===== src/sprites.hex =====
// one sprite row per line, eight 12-bit rgb pixels, leftmost pixel first
// rows 0-7 jump frame, 8-15 left leg up, 16-23 right leg up
cdccdccdccdc383383383cdc
cdccdccdccdc383111383383
cdccdccdccdc383383383383
383cdccdc383383383cdccdc
383383383383383383383cdc
cdc383383383383383cdccdc
cdccdc383cdc383cdccdccdc
cdccdc383cdc383cdccdccdc
cdccdccdccdc383383383cdc
cdccdccdccdc383111383383
cdccdccdccdc383383383383
383cdccdc383383383cdccdc
383383383383383383383cdc
cdc383383383383383cdccdc
cdccdc383cdc383cdccdccdc
cdccdc383cdccdccdccdccdc
cdccdccdccdc383383383cdc
cdccdccdccdc383111383383
cdccdccdccdc383383383383
383cdccdc383383383cdccdc
383383383383383383383cdc
cdc383383383383383cdccdc
cdccdc383cdc383cdccdccdc
cdccdccdccdc383cdccdccdc


===== src/hdl/dino_pkg.sv =====
package dino_pkg;

  //////////////////////////////////////////////////////////////////////
  // pixel and raster types
  //////////////////////////////////////////////////////////////////////

  // one 12-bit pixel, r in the top nibble
  typedef struct packed {
    logic [3:0] r;
    logic [3:0] g;
    logic [3:0] b;
  } rgb_t;

  localparam rgb_t white = '{r: 4'hf, g: 4'hf, b: 4'hf}; // background colour

  // raster control group, hs/vs active low
  typedef struct packed {
    logic hs;
    logic vs;
    logic de; // active video
  } sync_t;

  typedef logic [10:0] coord_t; // screen coordinate, covers 1344 counts

  //////////////////////////////////////////////////////////////////////
  // game types
  //////////////////////////////////////////////////////////////////////

  typedef enum logic [1:0] {
    frame_jump  = 2'd0, // also the screen-saver image
    frame_left  = 2'd1,
    frame_right = 2'd2
  } frame_t;

  typedef enum logic [1:0] {
    st_saver,   // bouncing sprite
    st_start,   // first jump in flight
    st_playing
  } game_state_t;

  // top-left corner of the sprite plus the image to show
  typedef struct packed {
    coord_t x;
    coord_t y;
    frame_t frame;
  } sprite_pos_t;

  //////////////////////////////////////////////////////////////////////
  // sprite image geometry, fixed by sprites.hex
  //////////////////////////////////////////////////////////////////////

  localparam int sprite_w      = 8;
  localparam int sprite_h      = 8;
  localparam int sprite_frames = 3;
  localparam int row_bits      = $clog2(sprite_h);
  localparam int col_bits      = $clog2(sprite_w);

  typedef logic [$bits(frame_t)+row_bits-1:0] rom_addr_t; // {frame, row}
  typedef rgb_t [0:sprite_w-1] rom_row_t; // index 0 is the leftmost pixel, first in the hex line

endpackage


===== src/hdl/video_timing.sv =====
`timescale 1ns/1ns

module video_timing #(
  parameter int h_sync   = 136,
  parameter int h_back   = 160,
  parameter int h_active = 1024,
  parameter int h_front  = 24,
  parameter int v_sync   = 6,
  parameter int v_back   = 29,
  parameter int v_active = 768,
  parameter int v_front  = 3
) (
  input  logic                clk,
  input  logic                rst,
  output dino_pkg::sync_t     sync,      // raw, same cycle as the counters
  output dino_pkg::coord_t    x,         // active-area column
  output dino_pkg::coord_t    y,         // active-area line
  output logic                frame_stb  // first cycle of a new frame
);

  localparam int h_total = h_sync + h_back + h_active + h_front;
  localparam int v_total = v_sync + v_back + v_active + v_front;
  localparam int h_start = h_sync + h_back; // first active count
  localparam int v_start = v_sync + v_back;

  dino_pkg::coord_t h_cnt;
  dino_pkg::coord_t v_cnt;
  logic             h_last;
  logic             v_last;

  assign h_last = (h_cnt == dino_pkg::coord_t'(h_total - 1));
  assign v_last = (v_cnt == dino_pkg::coord_t'(v_total - 1));

  //////////////////////////////////////////////////////////////////////
  // pixel and line counters
  //////////////////////////////////////////////////////////////////////

  always_ff @(posedge clk or posedge rst)
  begin
    if (rst)
    begin
      h_cnt     <= '0;
      v_cnt     <= '0;
      frame_stb <= 1'b0;
    end
    else
    begin
      frame_stb <= h_last && v_last; // only on a real wrap, not out of reset
      if (h_last)
      begin
        h_cnt <= '0;
        if (v_last)
          v_cnt <= '0;
        else
          v_cnt <= v_cnt + 1'b1;
      end
      else
        h_cnt <= h_cnt + 1'b1;
    end
  end

  //////////////////////////////////////////////////////////////////////
  // sync, data enable and coordinates
  //////////////////////////////////////////////////////////////////////

  always_comb
  begin
    sync.hs = (h_cnt >= h_sync); // low for the first h_sync counts
    sync.vs = (v_cnt >= v_sync);
    sync.de = (h_cnt >= h_start) && (h_cnt < h_start + h_active) &&
              (v_cnt >= v_start) && (v_cnt < v_start + v_active);
  end

  // garbage outside the active window, only read while de is high
  assign x = h_cnt - dino_pkg::coord_t'(h_start);
  assign y = v_cnt - dino_pkg::coord_t'(v_start);

endmodule


===== src/hdl/button_conditioner.sv =====
`timescale 1ns/1ns

module button_conditioner #(
  parameter int debounce_cycles = 650000
) (
  input  logic clk,
  input  logic rst,
  input  logic btn,      // raw, asynchronous
  output logic jump_stb  // one cycle per clean press
);

  localparam int cnt_w = $clog2(debounce_cycles + 1);

  logic             sync0;   // metastability stage
  logic             sync1;
  logic             clean;   // debounced level
  logic             clean_q; // for edge detect
  logic [cnt_w-1:0] cnt;     // samples differing from clean

  always_ff @(posedge clk or posedge rst)
  begin
    if (rst)
    begin
      sync0    <= 1'b0;
      sync1    <= 1'b0;
      clean    <= 1'b0;
      clean_q  <= 1'b0;
      cnt      <= '0;
      jump_stb <= 1'b0;
    end
    else
    begin
      sync0   <= btn;
      sync1   <= sync0;
      clean_q <= clean;
      if (sync1 == clean)
        cnt <= '0; // glitch over, start again
      else if (cnt == cnt_w'(debounce_cycles - 1))
      begin
        clean <= sync1; // debounce_cycles equal samples seen
        cnt   <= '0;
      end
      else
        cnt <= cnt + 1'b1;
      jump_stb <= clean && !clean_q; // rising edge only
    end
  end

endmodule


===== src/hdl/dino_motion.sv =====
`timescale 1ns/1ns

module dino_motion #(
  parameter int h_active    = 1024,
  parameter int v_active    = 768,
  parameter int jump_frames = 64,
  parameter int jump_div    = 4,
  parameter int walk_frames = 8,
  parameter int dino_x      = 128,
  parameter int ground_y    = 600
) (
  input  logic                  clk,
  input  logic                  rst,
  input  logic                  frame_stb,
  input  logic                  jump_stb,
  output dino_pkg::sprite_pos_t pos
);

  localparam dino_pkg::coord_t x_max = dino_pkg::coord_t'(h_active - dino_pkg::sprite_w);
  localparam dino_pkg::coord_t y_max = dino_pkg::coord_t'(v_active - dino_pkg::sprite_h);
  localparam int step_w = $clog2(jump_frames + 1);
  localparam int walk_w = $clog2(walk_frames + 1);

  dino_pkg::game_state_t state;
  logic                  dir_x;      // 1 = moving right
  logic                  dir_y;      // 1 = moving down
  logic                  jumping;
  logic [step_w-1:0]     step;       // frames into the current jump
  logic [step_w-1:0]     step_nx;
  logic                  jump_req;   // press waiting for the next frame
  logic [walk_w-1:0]     walk_cnt;   // frames shown with the current leg
  logic                  walk_right;
  logic                  flip_x;
  logic                  flip_y;
  logic                  nd_x;
  logic                  nd_y;
  logic                  start_jump;
  logic                  end_jump;
  logic                  walk_show;  // this frame shows a walk image
  dino_pkg::coord_t      height;
  dino_pkg::frame_t      walk_frame;

  //////////////////////////////////////////////////////////////////////
  // next-frame decisions
  //////////////////////////////////////////////////////////////////////

  always_comb
  begin
    step_nx = step + 1'b1;
    // parabola, zero at both ends of the jump
    height = dino_pkg::coord_t'((int'(step_nx) * (jump_frames - int'(step_nx))) / jump_div);
    end_jump = jumping && (int'(step_nx) == jump_frames);
    start_jump = (jump_req || jump_stb) &&
                 ((state == dino_pkg::st_saver) ||
                  (state == dino_pkg::st_playing && !jumping)); // presses mid-air dropped
    walk_show = !start_jump &&
                (end_jump || (state == dino_pkg::st_playing && !jumping));
    walk_frame = walk_right ? dino_pkg::frame_right : dino_pkg::frame_left;

    // screen saver bounce, flip at the edge then step away from it
    flip_x = dir_x ? (pos.x == x_max) : (pos.x == '0);
    flip_y = dir_y ? (pos.y == y_max) : (pos.y == '0);
    nd_x = dir_x ^ flip_x;
    nd_y = dir_y ^ flip_y;
  end

  //////////////////////////////////////////////////////////////////////
  // state, position and animation registers
  //////////////////////////////////////////////////////////////////////

  always_ff @(posedge clk or posedge rst)
  begin
    if (rst)
    begin
      state      <= dino_pkg::st_saver;
      dir_x      <= 1'b1;
      dir_y      <= 1'b1;
      jumping    <= 1'b0;
      step       <= '0;
      jump_req   <= 1'b0;
      walk_cnt   <= '0;
      walk_right <= 1'b0; // first walk leg is left
      pos        <= '{x: '0, y: '0, frame: dino_pkg::frame_jump};
    end
    else if (frame_stb)
    begin
      jump_req <= 1'b0; // consumed or ignored here
      if (start_jump)
      begin
        jumping   <= 1'b1;
        step      <= '0;
        if (state == dino_pkg::st_saver)
          state <= dino_pkg::st_start;
        pos.x     <= dino_pkg::coord_t'(dino_x);
        pos.y     <= dino_pkg::coord_t'(ground_y); // step 0 sits on the ground
        pos.frame <= dino_pkg::frame_jump;
      end
      else if (jumping)
      begin
        step  <= step_nx;
        pos.x <= dino_pkg::coord_t'(dino_x);
        pos.y <= dino_pkg::coord_t'(ground_y) - height;
        if (end_jump)
        begin
          jumping   <= 1'b0;
          state     <= dino_pkg::st_playing; // no-op when already playing
          pos.frame <= walk_frame;
        end
        else
          pos.frame <= dino_pkg::frame_jump;
      end
      else if (state == dino_pkg::st_saver)
      begin
        dir_x <= nd_x;
        dir_y <= nd_y;
        pos.x <= nd_x ? pos.x + 1'b1 : pos.x - 1'b1;
        pos.y <= nd_y ? pos.y + 1'b1 : pos.y - 1'b1;
      end
      else
        pos.frame <= walk_frame; // on the ground, walking

      // walk legs keep their phase across jumps
      if (walk_show)
      begin
        if (walk_cnt == walk_w'(walk_frames - 1))
        begin
          walk_cnt   <= '0;
          walk_right <= !walk_right;
        end
        else
          walk_cnt <= walk_cnt + 1'b1;
      end
    end
    else if (jump_stb)
      jump_req <= 1'b1;
  end

endmodule


===== src/hdl/sprite_rom.sv =====
`timescale 1ns/1ns

module sprite_rom (
  input  logic                clk,
  input  dino_pkg::rom_addr_t addr, // {frame, row}
  output dino_pkg::rom_row_t  row   // whole 8-pixel row, one cycle later
);

  localparam int depth = dino_pkg::sprite_frames * dino_pkg::sprite_h;

  dino_pkg::rom_row_t mem [0:depth-1];

  // frames in order jump, left, right; one row per line
  initial
  begin
    $readmemh("/design/src/sprites.hex", mem);
  end

  always_ff @(posedge clk)
  begin
    row <= mem[addr]; // frame 3 never addressed
  end

endmodule


===== src/hdl/sprite_renderer.sv =====
`timescale 1ns/1ns

module sprite_renderer (
  input  logic                  clk,
  input  logic                  rst,
  input  dino_pkg::sync_t       sync_in, // raw from the timing block
  input  dino_pkg::coord_t      x,
  input  dino_pkg::coord_t      y,
  input  dino_pkg::sprite_pos_t pos,
  output dino_pkg::sync_t       sync,    // sync_in delayed by 3
  output dino_pkg::rgb_t        rgb
);

  localparam dino_pkg::sync_t sync_idle = '{hs: 1'b1, vs: 1'b1, de: 1'b0};

  dino_pkg::coord_t               dx;       // offset into the sprite box
  dino_pkg::coord_t               dy;
  logic                           hit;
  dino_pkg::sync_t                s1_sync;
  dino_pkg::sync_t                s2_sync;
  logic                           s1_hit;
  logic                           s2_hit;
  logic [dino_pkg::col_bits-1:0]  s1_col;
  logic [dino_pkg::col_bits-1:0]  s2_col;
  dino_pkg::rom_addr_t            rom_addr;
  dino_pkg::rom_row_t             rom_row;

  //////////////////////////////////////////////////////////////////////
  // stage 1, hit test and row address
  //////////////////////////////////////////////////////////////////////

  // left of or above the sprite wraps to a large unsigned value
  assign dx = x - pos.x;
  assign dy = y - pos.y;
  assign hit = sync_in.de &&
               (dx < dino_pkg::coord_t'(dino_pkg::sprite_w)) &&
               (dy < dino_pkg::coord_t'(dino_pkg::sprite_h));

  always_ff @(posedge clk)
  begin
    s1_hit   <= hit;
    s1_col   <= dx[dino_pkg::col_bits-1:0];
    rom_addr <= {pos.frame, dy[dino_pkg::row_bits-1:0]};
  end

  sprite_rom u_rom (
    .clk  (clk),
    .addr (rom_addr),
    .row  (rom_row)   // lands with stage 2
  );

  //////////////////////////////////////////////////////////////////////
  // stage 2 waits for the row, stage 3 picks the pixel
  //////////////////////////////////////////////////////////////////////

  always_ff @(posedge clk)
  begin
    s2_hit <= s1_hit;
    s2_col <= s1_col;
  end

  always_ff @(posedge clk or posedge rst)
  begin
    if (rst)
    begin
      s1_sync <= sync_idle;
      s2_sync <= sync_idle;
      sync    <= sync_idle;
      rgb     <= '0;
    end
    else
    begin
      s1_sync <= sync_in;
      s2_sync <= s1_sync;
      sync    <= s2_sync;
      if (!s2_sync.de)
        rgb <= '0; // blanking
      else if (s2_hit)
        rgb <= rom_row[s2_col];
      else
        rgb <= dino_pkg::white;
    end
  end

endmodule


===== src/hdl/dino_top.sv =====
`timescale 1ns/1ns

module dino_top #(
  parameter int h_sync          = 136,
  parameter int h_back          = 160,
  parameter int h_active        = 1024,
  parameter int h_front         = 24,
  parameter int v_sync          = 6,
  parameter int v_back          = 29,
  parameter int v_active        = 768,
  parameter int v_front         = 3,
  parameter int debounce_cycles = 650000, // about 10 ms at 65 MHz
  parameter int jump_frames     = 64,
  parameter int jump_div        = 4,      // peak height 256 lines
  parameter int walk_frames     = 8,
  parameter int dino_x          = 128,
  parameter int ground_y        = 600
) (
  input  logic            clk,
  input  logic            rst,
  input  logic            btn,
  output dino_pkg::sync_t sync,
  output dino_pkg::rgb_t  rgb
);

  dino_pkg::sync_t       sync_raw;
  dino_pkg::coord_t      x;
  dino_pkg::coord_t      y;
  logic                  frame_stb;
  logic                  jump_stb;
  dino_pkg::sprite_pos_t pos;

  video_timing #(
    .h_sync   (h_sync),
    .h_back   (h_back),
    .h_active (h_active),
    .h_front  (h_front),
    .v_sync   (v_sync),
    .v_back   (v_back),
    .v_active (v_active),
    .v_front  (v_front)
  ) u_timing (
    .clk       (clk),
    .rst       (rst),
    .sync      (sync_raw),
    .x         (x),
    .y         (y),
    .frame_stb (frame_stb)
  );

  button_conditioner #(
    .debounce_cycles (debounce_cycles)
  ) u_button (
    .clk      (clk),
    .rst      (rst),
    .btn      (btn),
    .jump_stb (jump_stb)
  );

  dino_motion #(
    .h_active    (h_active),
    .v_active    (v_active),
    .jump_frames (jump_frames),
    .jump_div    (jump_div),
    .walk_frames (walk_frames),
    .dino_x      (dino_x),
    .ground_y    (ground_y)
  ) u_motion (
    .clk       (clk),
    .rst       (rst),
    .frame_stb (frame_stb),
    .jump_stb  (jump_stb),
    .pos       (pos)        // steady through the active lines
  );

  sprite_renderer u_render (
    .clk     (clk),
    .rst     (rst),
    .sync_in (sync_raw),
    .x       (x),
    .y       (y),
    .pos     (pos),
    .sync    (sync),        // 3 cycles behind the counters
    .rgb     (rgb)
  );

endmodule


===== config.mk =====
export PLATFORM = sky130hd
export DESIGN_NAME = dino_top
export DESIGN_NICKNAME = d
export VERILOG_FILES = /design/src/hdl/dino_pkg.sv /design/src/hdl/video_timing.sv /design/src/hdl/button_conditioner.sv /design/src/hdl/dino_motion.sv /design/src/hdl/sprite_rom.sv /design/src/hdl/sprite_renderer.sv /design/src/hdl/dino_top.sv
export SDC_FILE = /design/constraint.sdc
export NUM_CORES = 1
export LEC_CHECK = 0
export BUFFER_PORTS_ARGS = -buffer_cell sky130_fd_sc_hd__buf_2
export CAP_MARGIN = 10
export CORE_MARGIN = 2
export CORE_UTILIZATION = 34
export CTS_BUF_LIST = sky130_fd_sc_hd__clkbuf_2 sky130_fd_sc_hd__clkbuf_4 sky130_fd_sc_hd__clkbuf_8
export DETAILED_ROUTE_END_ITERATION = 8
export GPL_TIMING_DRIVEN = 0
export SETUP_SLACK_MARGIN = 0.2
export SYNTH_ARGS = -nofsm -noshare
export SYNTH_HDL_FRONTEND = slang
export SYNTH_HIERARCHICAL = 1
export SYNTH_SLANG_ARGS = --single-unit

===== constraint.sdc =====
create_clock -name clk -period 17 [get_ports clk]
set_input_delay 0 -clock clk [delete_from_list [all_inputs] [get_ports clk]]
set_output_delay 0 -clock clk [all_outputs]
set_load 0.01 [all_outputs]

==> flow_metrics.tcl, run 1 <==
set metrics [dict create \
    outcome "complete, no violations" \
    r2r-start "u_motion/step[0]" \
    finalSetupViolations 0 \
    fin_nets 1457 \
    drtAntennaViolNets 0 \
    initial_core_util 0.3432 \
    slew_headroom 0.3757 \
    die_w_um 182 \
    area_growth_pct 10.81 \
    worst_slew_pin_slew_ns 0.9355 \
    synth.yosys.warnings 6 \
    r2r_slack_ns 9.37 \
    cts_tree "yes" \
    core_area_sq_um 31390 \
    grt_pass1_vias 8063 \
    post_cts_buffers 0 \
    numPortBuffers 17 \
    path_max_fanout 9 \
    cts_htree_levels 3 \
    r2r_end "u_motion/pos[12]" \
    worstHoldStart "btn" \
    fp-row-count 65 \
    fp.dieH_um 182 \
    ios 18 \
    setup_tns_ns 0 \
    cts_buffer_depth 2 \
    diodes 0 \
    clock-skew-final_ns 0.02106 \
    nFillCells 3210 \
    path_clk_slew_ns 0.12 \
    min_path_cells 2 \
    syn_inst 1193 \
    grt_usage 0.1400 \
    whs_ns 0.2343 \
    worstHoldEndpoint "u_button/sync0" \
    gp_congestion 0.8466 \
    finalHoldViolations 0 \
    routed_wl_um 21840 \
    root_buffer "clkbuf_8" \
    cts_buffers 9 \
    routed-via-count 8211 \
    drt-initial-drc-count 478 \
    antenna_found_initial 0 \
    drc 0 \
    regArea_sq_um 2773 \
    critPathKind "register to register" \
    period_share 0.4488 \
    cts_num_sinks 112 \
    drtPass1Iterations 5 \
    arrival_ns 7.94 \
    fin_crit_ns 7.630 \
    drive_gt1_frac 0.1550 \
    maxSlewViolCount 0 \
    overflow 0 \
    wire_per_inst_um 12.66 \
    dp_hpwl_um 16930 \
    dieArea_sq_um 33120 \
    reg2reg_depth 26 \
    rsz0062_at_grt "false" \
    synth_area_sq_um 10770 \
    worstHoldPathType "input port to register" \
    utilization 0.3803 \
    avgSynthCellArea_sq_um 9.030 \
    vias_per_cell 4.760 \
    grt_max_degree 36 \
    ir_worst_vdd_mv 0.03175 \
    multiInputGateArea_sq_um 6958 \
    end_kind "register" \
    clock_latency_ns 0.42 \
    cp.required_ns 17.31 \
    p_per_area_nw_per_um2 39.52 \
    max_freq_mhz 131.1 \
    drv_cap 0 \
    leakage_nw 5.951 \
    critPathLaunchType "register" \
    grt_pass1_wl_um 38610 \
]
-- metrics by stage --
stage	std cells	setup WS, ns	cell area [sq um]	power, mW
finish	1725	9.370	11940	0.4718
floorplan	1288	10.19	11130	0.3041
global route	1725	8.729	11940	0.4939
global placement	1707	9.458	11720	0.3074
detailed placement	1707	9.384	11720	0.3077
CTS	1725	9.308	11940	0.4784
-- cells in the final DEF (no fill, tap or decap), types with 6 or more instances in the layout --
| cell type | n |
|---|---|
| inv_1 | 120 |
| nor2_1 | 101 |
| ha_1 | 101 |
| buf_4 | 100 |
| conb_1 | 97 |
| dfrtp_1 | 96 |
| nand2_1 | 68 |
| xnor2_1 | 51 |
| o21ai_0 | 47 |
| a21oi_1 | 42 |
| fa_1 | 35 |
| xor2_1 | 32 |
| buf_2 | 28 |
| clkbuf_1 | 27 |
| nor3_1 | 26 |
| mux4_2 | 24 |
| nand3_1 | 23 |
| nand4_1 | 17 |
| nor2b_1 | 17 |
| nor4_1 | 14 |
| o21ai_1 | 14 |
| mux2i_1 | 14 |
| a21boi_0 | 13 |
| a21o_1 | 13 |
| and3_1 | 12 |
| nand2b_1 | 12 |
| a211oi_1 | 11 |
| and2_1 | 10 |
| clkbuf_8 | 9 |
| a31oi_1 | 9 |
| dfstp_2 | 8 |
| dfxtp_1 | 8 |
| o21a_1 | 7 |
| o31ai_1 | 6 |
-- sequential cells by signal (all words and copies together), names as in the netlist, 2 cells and up --
register,cells
u_render/rgb,12
u_motion/state,2
u_render/s1_sync,3
u_motion/pos,22
u_button/cnt,20
u_timing/v_cnt,11
u_render/s1_col,3
u_motion/step,7
u_render/s2_col,3
u_render/s2_sync,3
u_timing/h_cnt,11
u_render/sync,3
-- metal layers --
metal,vias to the layer above,global-route usage,part of all wire
met5,-,0,0
met4,0,0.03968,0.017
met3,25,0.01685,0.024
met2,107,0.2340,0.47
met1,3902,0.1909,0.49
li1,4177,-,-
-- worst max path at each step --
stage / start / end / slack, ns / depth (start not counted)
floorplan: u_motion/step[0] / u_motion/pos[12] / 10.19 / 26
global placement: u_motion/step[0] / u_motion/pos[12] / 9.46 / 26
detailed placement: u_motion/step[0] / u_motion/pos[12] / 9.38 / 26
CTS: u_motion/step[0] / u_motion/pos[12] / 9.31 / 26
global route: u_motion/step[0] / u_motion/pos[12] / 8.73 / 26
finish: u_motion/step[0] / u_motion/pos[12] / 9.37 / 26
-- timing repair --
item,4_1_cts,5_1_grt
endpoints found under the hold margin,97,0
resized for setup,0,0
hold buffers,2,0
-- worst max-delay path: stages, from the launching register on --
cell,delay [ns]
dfrtp_1,0.51
ha_1,0.28
ha_1,0.27
clkbuf_1,0.29
inv_1,0.11
nor3_1,0.30
and3_1,0.26
ha_1,0.31
or2_2,0.31
fa_1,0.47
fa_1,0.56
inv_1,0.06
fa_1,0.53
inv_1,0.06
fa_1,0.52
inv_1,0.04
ha_1,0.36
a21boi_0,0.16
o21ai_0,0.26
nand2_1,0.13
ha_1,0.36
o21ai_0,0.09
o21ba_2,0.18
nor4b_1,0.42
o21ai_0,0.20
xnor2_1,0.20
a221oi_1,0.29
-- power by group --
part / switching (mW) / internal, mW
Clock: 0.110 / 0.0584
Combinational: 0.0146 / 0.0215
Sequential: 0.000852 / 0.267
Total: 0.125 / 0.347
-- area by class of cell --
type,count,area share
Multi-Input combinational cell,911,0.5829
Buffer,142,0.07850
Timing Repair Buffer,19,0.008804
Tap cell,402,0.04213
Clock buffer,9,0.01038
Inverter,123,0.03868
Sequential cell,112,0.2323
Clock inverter,7,0.006393
(Power assumes the default switching activity.)
==> run 2, diff against run 1 <==
==> constraint.sdc (replaced) <==
create_clock -name clk -period 8 [get_ports clk]
set_input_delay 0 -clock clk [delete_from_list [all_inputs] [get_ports clk]]
set_output_delay 0 -clock clk [all_outputs]
set_load 0.01 [all_outputs]
==> run 2 against run 1 <==
First-iteration DRC count decreased by 13%; critical path type unchanged; final area up 0.15%; non-clock buffer count did not move; highest routed layer unchanged.
==> flow_metrics.tcl, run 2 (synthesis results as in run 1) <==
set metrics [dict create \
    outcome "complete, no violations" \
    placed_cell_area_sq_um 11720 \
    overflow 0 \
    utilization 0.3808 \
    ios 18 \
    drtAntennaViolNets 0 \
    clock-skew-final_ns 0.02134 \
    rsz0062_at_grt "false" \
    dieArea_sq_um 33120 \
    drive_gt1_frac 0.1587 \
    final_common_cell "inv_1" \
    gp_congestion 0.8466 \
    leakage_nw 5.959 \
    cts_buffer_depth 2 \
    finalSetupViolations 0 \
    critPathKind "register to register" \
    die_w_um 182 \
    routed-via-count 8185 \
    r2r-start "u_motion/step[0]" \
    grt_pass1_vias 8063 \
    nFillCells 3204 \
    grt_usage 0.1400 \
    ir_worst_vdd_mv 0.06766 \
    crit_path_frequent_cell "ha_1" \
    worst_slew_pin_slew_ns 0.9380 \
    grt_pass1_wl_um 38610 \
    max_freq_mhz 137.8 \
    cp.required_ns 8.31 \
    top_regs "u_motion/pos x22, u_button/cnt x20, u_render/rgb x12" \
    period_share 0.9072 \
    path_max_fanout 9 \
    area_growth_pct 10.98 \
    p_per_area_nw_per_um2 83.79 \
    fin_crit_ns 7.257 \
    post_cts_buffers 0 \
    cts_buffers 9 \
    fp.dieH_um 182 \
    regArea_sq_um 2774 \
    fp-row-count 65 \
    grt_max_degree 36 \
    dp_hpwl_um 16930 \
    final_cell_mix "inv_1, nor2_1, ha_1, buf_4, conb_1" \
    crit_start "u_motion/step[0]" \
    maxSlewViolCount 0 \
    whs_ns 0.2353 \
    diodes 0 \
    r2r_slack_ns 0.74 \
    numPortBuffers 17 \
    fin_nets 1457 \
    r2r_end "u_motion/pos[12]" \
    slew_headroom 0.3740 \
    reg2reg_depth 26 \
    multiInputGateArea_sq_um 6973 \
    largest_reg_flops 22 \
    fin_area_sq_um 11960 \
    fin_ws_ns 0.7428 \
    cts_num_sinks 112 \
    critPathLaunchType "register" \
    slowest_stage "fa_1" \
    fin_cells 1725 \
    cp_slowest_stage_delay_ns 0.56 \
    finalHoldViolations 0 \
    routed_wl_um 21850 \
    root_buffer "clkbuf_8" \
    crit_end "u_motion/pos[12]" \
    drt-initial-drc-count 417 \
    antenna_found_initial 0 \
    clock_latency_ns 0.42 \
    p_total_mw 1.002 \
    top_register "u_motion/pos" \
    initial_core_util 0.3432 \
    cts_tree "yes" \
    pre_cts_slack_ns 0.3840 \
    setup_tns_ns 0 \
    worstHoldPathType "input port to register" \
    arrival_ns 7.57 \
    path_clk_slew_ns 0.12 \
    vias_per_cell 4.745 \
    drtPass1Iterations 5 \
    drc 0 \
    cts_htree_levels 3 \
    dp.cells 1707 \
    core_area_sq_um 31390 \
    end_kind "register" \
    drv_cap 0 \
    wire_per_inst_um 12.67 \
]
==> run 2: area by class of cell <==
class | count | share of cell area
buffer | 142 | 0.07849
clock buffer | 9 | 0.01036
clock inverter | 7 | 0.006384
inverter | 123 | 0.03862
multi-input combinational | 911 | 0.5833
sequential | 112 | 0.2320
tap | 402 | 0.04207
timing repair buffer | 19 | 0.008791
==> run 2: what timing repair did <==
| action | 4_1_cts | 5_1_grt |
|---|---|---|
| gates resized for setup | 0 | 8 |
| endpoints found under the hold margin | 97 | 0 |
| hold buffers | 2 | 0 |
| setup endpoints to repair | 0 | 2 |
==> run 2: how the worst min path moves through the flow <==
stage | to | cells past startpoint | from | slack [ns]
final | u_button/sync0 | 2 | btn | 0.24
after global routing | u_button/sync0 | 2 | btn | 0.24
after CTS | u_button/sync0 | 2 | btn | 0.22
after detailed placement | u_button/sync0 | 1 | btn | 0.11
after global placement | u_button/sync0 | 1 | btn | 0.11
after floorplan | u_render/rgb[0] | 1 | rst | -0.03
==> run 2: metal layers <==
metal	share of wire	GRT usage	vias up
met4	0.017	0.03968	0
met1	0.49	0.1909	3891
li1	-	-	4175
met3	0.025	0.01685	21
met5	0	0	-
met2	0.47	0.2340	98
==> run 2: report_power, final <==
part / internal, mW / switching, mW
sequential: 0.567 / 0.00182
combinational: 0.0457 / 0.0309
clock: 0.124 / 0.232
total: 0.737 / 0.265
==> run 2: worst max-delay path: cells and delay by family (launching register included) <==
kind | cells | cell delay, ns
xor+xnor | 1 | 0.19
fa+ha+maj | 9 | 3.56
flops | 1 | 0.49
compound gates | 5 | 0.92
simple gates | 6 | 1.56
buf+inv | 5 | 0.44
==> run 3, diff against run 2 <==
--- a/config.mk
+++ b/config.mk
@@ -5,13 +5,14 @@
 export SDC_FILE = /design/constraint.sdc
 export NUM_CORES = 1
 export LEC_CHECK = 0
-export BUFFER_PORTS_ARGS = -buffer_cell sky130_fd_sc_hd__buf_2
 export CAP_MARGIN = 10
 export CORE_MARGIN = 2
 export CORE_UTILIZATION = 34
-export CTS_BUF_LIST = sky130_fd_sc_hd__clkbuf_2 sky130_fd_sc_hd__clkbuf_4 sky130_fd_sc_hd__clkbuf_8
+export CTS_BUF_LIST = sky130_fd_sc_hd__clkbuf_4
 export DETAILED_ROUTE_END_ITERATION = 8
+export DONT_BUFFER_PORTS = 1
 export GPL_TIMING_DRIVEN = 0
+export PLACE_DENSITY = 0.47
 export SETUP_SLACK_MARGIN = 0.2
 export SYNTH_ARGS = -nofsm -noshare
 export SYNTH_HDL_FRONTEND = slang
==> run 3 against run 2 <==
Worst setup slack worse by 0.027 ns; hold slack lost 0.19 ns; utilization fell by 0.46 points; non-clock buffer count down 17; final area fell by 1.2%; maximum frequency shrank 0.36%; register-to-register slack got worse by 0.03 ns; critical path type unchanged; largest power group unchanged; highest routed layer unchanged.
==> flow_metrics.tcl, run 3 (synthesis results as in run 1) <==
set metrics [dict create \
    outcome "complete, no violations" \
    cp.required_ns 8.39 \
    cts_num_sinks 112 \
    routed-via-count 8094 \
    crit_start "u_motion/step[0]" \
    maxSlewViolCount 0 \
    ir_worst_vdd_mv 0.05576 \
    dieArea_sq_um 33120 \
    initial_core_util 0.3432 \
    utilization 0.3762 \
    dp_hpwl_um 17980 \
    r2r-start "u_motion/step[0]" \
    leakage_nw 5.846 \
    cts_buffer_depth 2 \
    largest_reg_flops 22 \
    gp_congestion 0.8545 \
    drtAntennaViolNets 0 \
    numPortBuffers 0 \
    fin_crit_ns 7.284 \
    setup_tns_ns 0 \
    arrival_ns 7.67 \
    vias_per_cell 4.736 \
    cts_htree_levels 3 \
    ios 18 \
    antenna_found_initial 1 \
    grt_pass1_vias 7975 \
    worstHoldPathType "input port to register" \
    top_register "u_motion/pos" \
    grt_usage 0.1460 \
    finalSetupViolations 0 \
    fp.dieH_um 182 \
    grt_max_degree 36 \
    worstHoldStart "btn" \
    die_w_um 182 \
    clock_latency_ns 0.50 \
    path_clk_slew_ns 0.20 \
    finalHoldViolations 0 \
    worst_slew_pin_slew_ns 1.019 \
    end_kind "register" \
    cts_buffers 9 \
    fin_nets 1440 \
    grt_pass1_wl_um 39910 \
    cts_tree "yes" \
    drtPass1Iterations 5 \
    area_growth_pct 9.629 \
    final_common_cell "inv_1" \
    critPathLaunchType "register" \
    critPathKind "register to register" \
    drv_cap 0 \
    top_regs "u_motion/pos x22, u_button/cnt x20, u_render/rgb x12" \
    core_area_sq_um 31390 \
    rsz0062_at_grt "false" \
    clock-skew-final_ns 0.03144 \
    routed_wl_um 22890 \
    final_cell_mix "inv_1, nor2_1, ha_1, buf_4, conb_1" \
    drc 0 \
    overflow 0 \
    fp-row-count 65 \
    fin_area_sq_um 11810 \
    p_per_area_nw_per_um2 78.76 \
    placed_cell_area_sq_um 11630 \
    drt-initial-drc-count 379 \
    period_share 0.9105 \
    wire_per_inst_um 13.39 \
    slew_headroom 0.3201 \
    root_buffer "clkbuf_4" \
    path_max_fanout 9 \
    drive_gt1_frac 0.1470 \
    max_freq_mhz 137.3 \
]
## run 3: cell types whose count changed in the layout (fill, tap and decap cells not counted), moves of 2 or more
cell / change
buf_2: -17
clkbuf_4: +9
clkbuf_8: -9
clkinv_4: +2
clkinv_8: -2
inv_6: -3
inv_8: +2
## run 3: what timing repair did
| action | 4_1_cts | 5_1_grt |
|---|---|---|
| setup buffers | 0 | 0 |
| hold buffers | 2 | 0 |
| endpoints found under the setup margin | 0 | 2 |
| resized for setup | 0 | 8 |
| endpoints found under the hold margin | 105 | 0 |
## run 3: worst max-delay path, cell delays in order, from the launching register on
cell      delay, ns
dfrtp_2        0.51
ha_1           0.25
ha_1           0.27
clkbuf_2       0.20
inv_1          0.09
nor3_2         0.22
and3_1         0.26
ha_1           0.33
or2_2          0.32
fa_1           0.50
fa_1           0.56
inv_1          0.06
fa_1           0.53
inv_1          0.06
fa_1           0.53
inv_1          0.04
ha_1           0.37
nand2_1        0.07
o31ai_1        0.42
xor2_1         0.37
inv_1          0.16
ha_1           0.34
nand2_1        0.05
o21ai_0        0.20
xnor2_1        0.16
a221oi_1       0.29
## run 3: final cells by class
cell class                 count  area [sq um]
antenna                        1         2.502
buffer                       142         938.4
clock buffer                   9         67.56
clock inverter                 7         61.31
fill                        3253         19580
inverter                     123         461.7
multi-input combinational    911          6982
sequential                   112          2774
tap                          402         503.0
timing repair buffer           2         20.02
## run 3: worst paths after layout
kind                                       to  depth (start not counted)  slack (ns)
setup reg to reg             u_motion/pos[12]                         25        0.72
hold reg to reg            u_render/s2_col[0]                          0        0.35
setup / recovery             u_motion/pos[12]                         25        0.72
hold / removal                 u_button/sync0                          1        0.05
max in group asynchronous    u_button/cnt[19]                          2        7.04
min in group asynchronous    u_motion/step[6]                          2        0.23
## run 3: layer usage
metal / part of all wire / track usage / up-vias / wire length, um
met4: 0.012 / 0.03323 / 0 / 267
met2: 0.47 / 0.2440 / 110 / 10800
met3: 0.022 / 0.01685 / 20 / 510
met1: 0.49 / 0.2026 / 3822 / 11310
met5: 0 / 0 / - / 0
li1: - / - / 4142 / -
## run 3: report_power, final
group | total (mW) | switching [mW] | internal [mW]
sequential | 0.570 | 0.00168 | 0.568
clock | 0.284 | 0.214 | 0.0704
combinational | 0.0761 | 0.0308 | 0.0453
total | 0.930 | 0.246 | 0.684
## run 3: stage by stage
step / std cells / power (mW) / setup WS, ns / hold WS [ns]
6_report: 1709 / 0.9301 / 0.7162 / 0.04824
5_1_grt: 1709 / 0.9806 / 0.2101 / 0.01121
4_1_cts: 1708 / 0.9478 / 0.2160 / 0.009160
3_5_place_dp: 1690 / 0.6530 / 0.2877 / 0.03156
3_3_place_gp: 1690 / 0.6529 / 0.2993 / 0.03156
2_1_floorplan: 1288 / 0.6463 / 1.189 / -0.02792
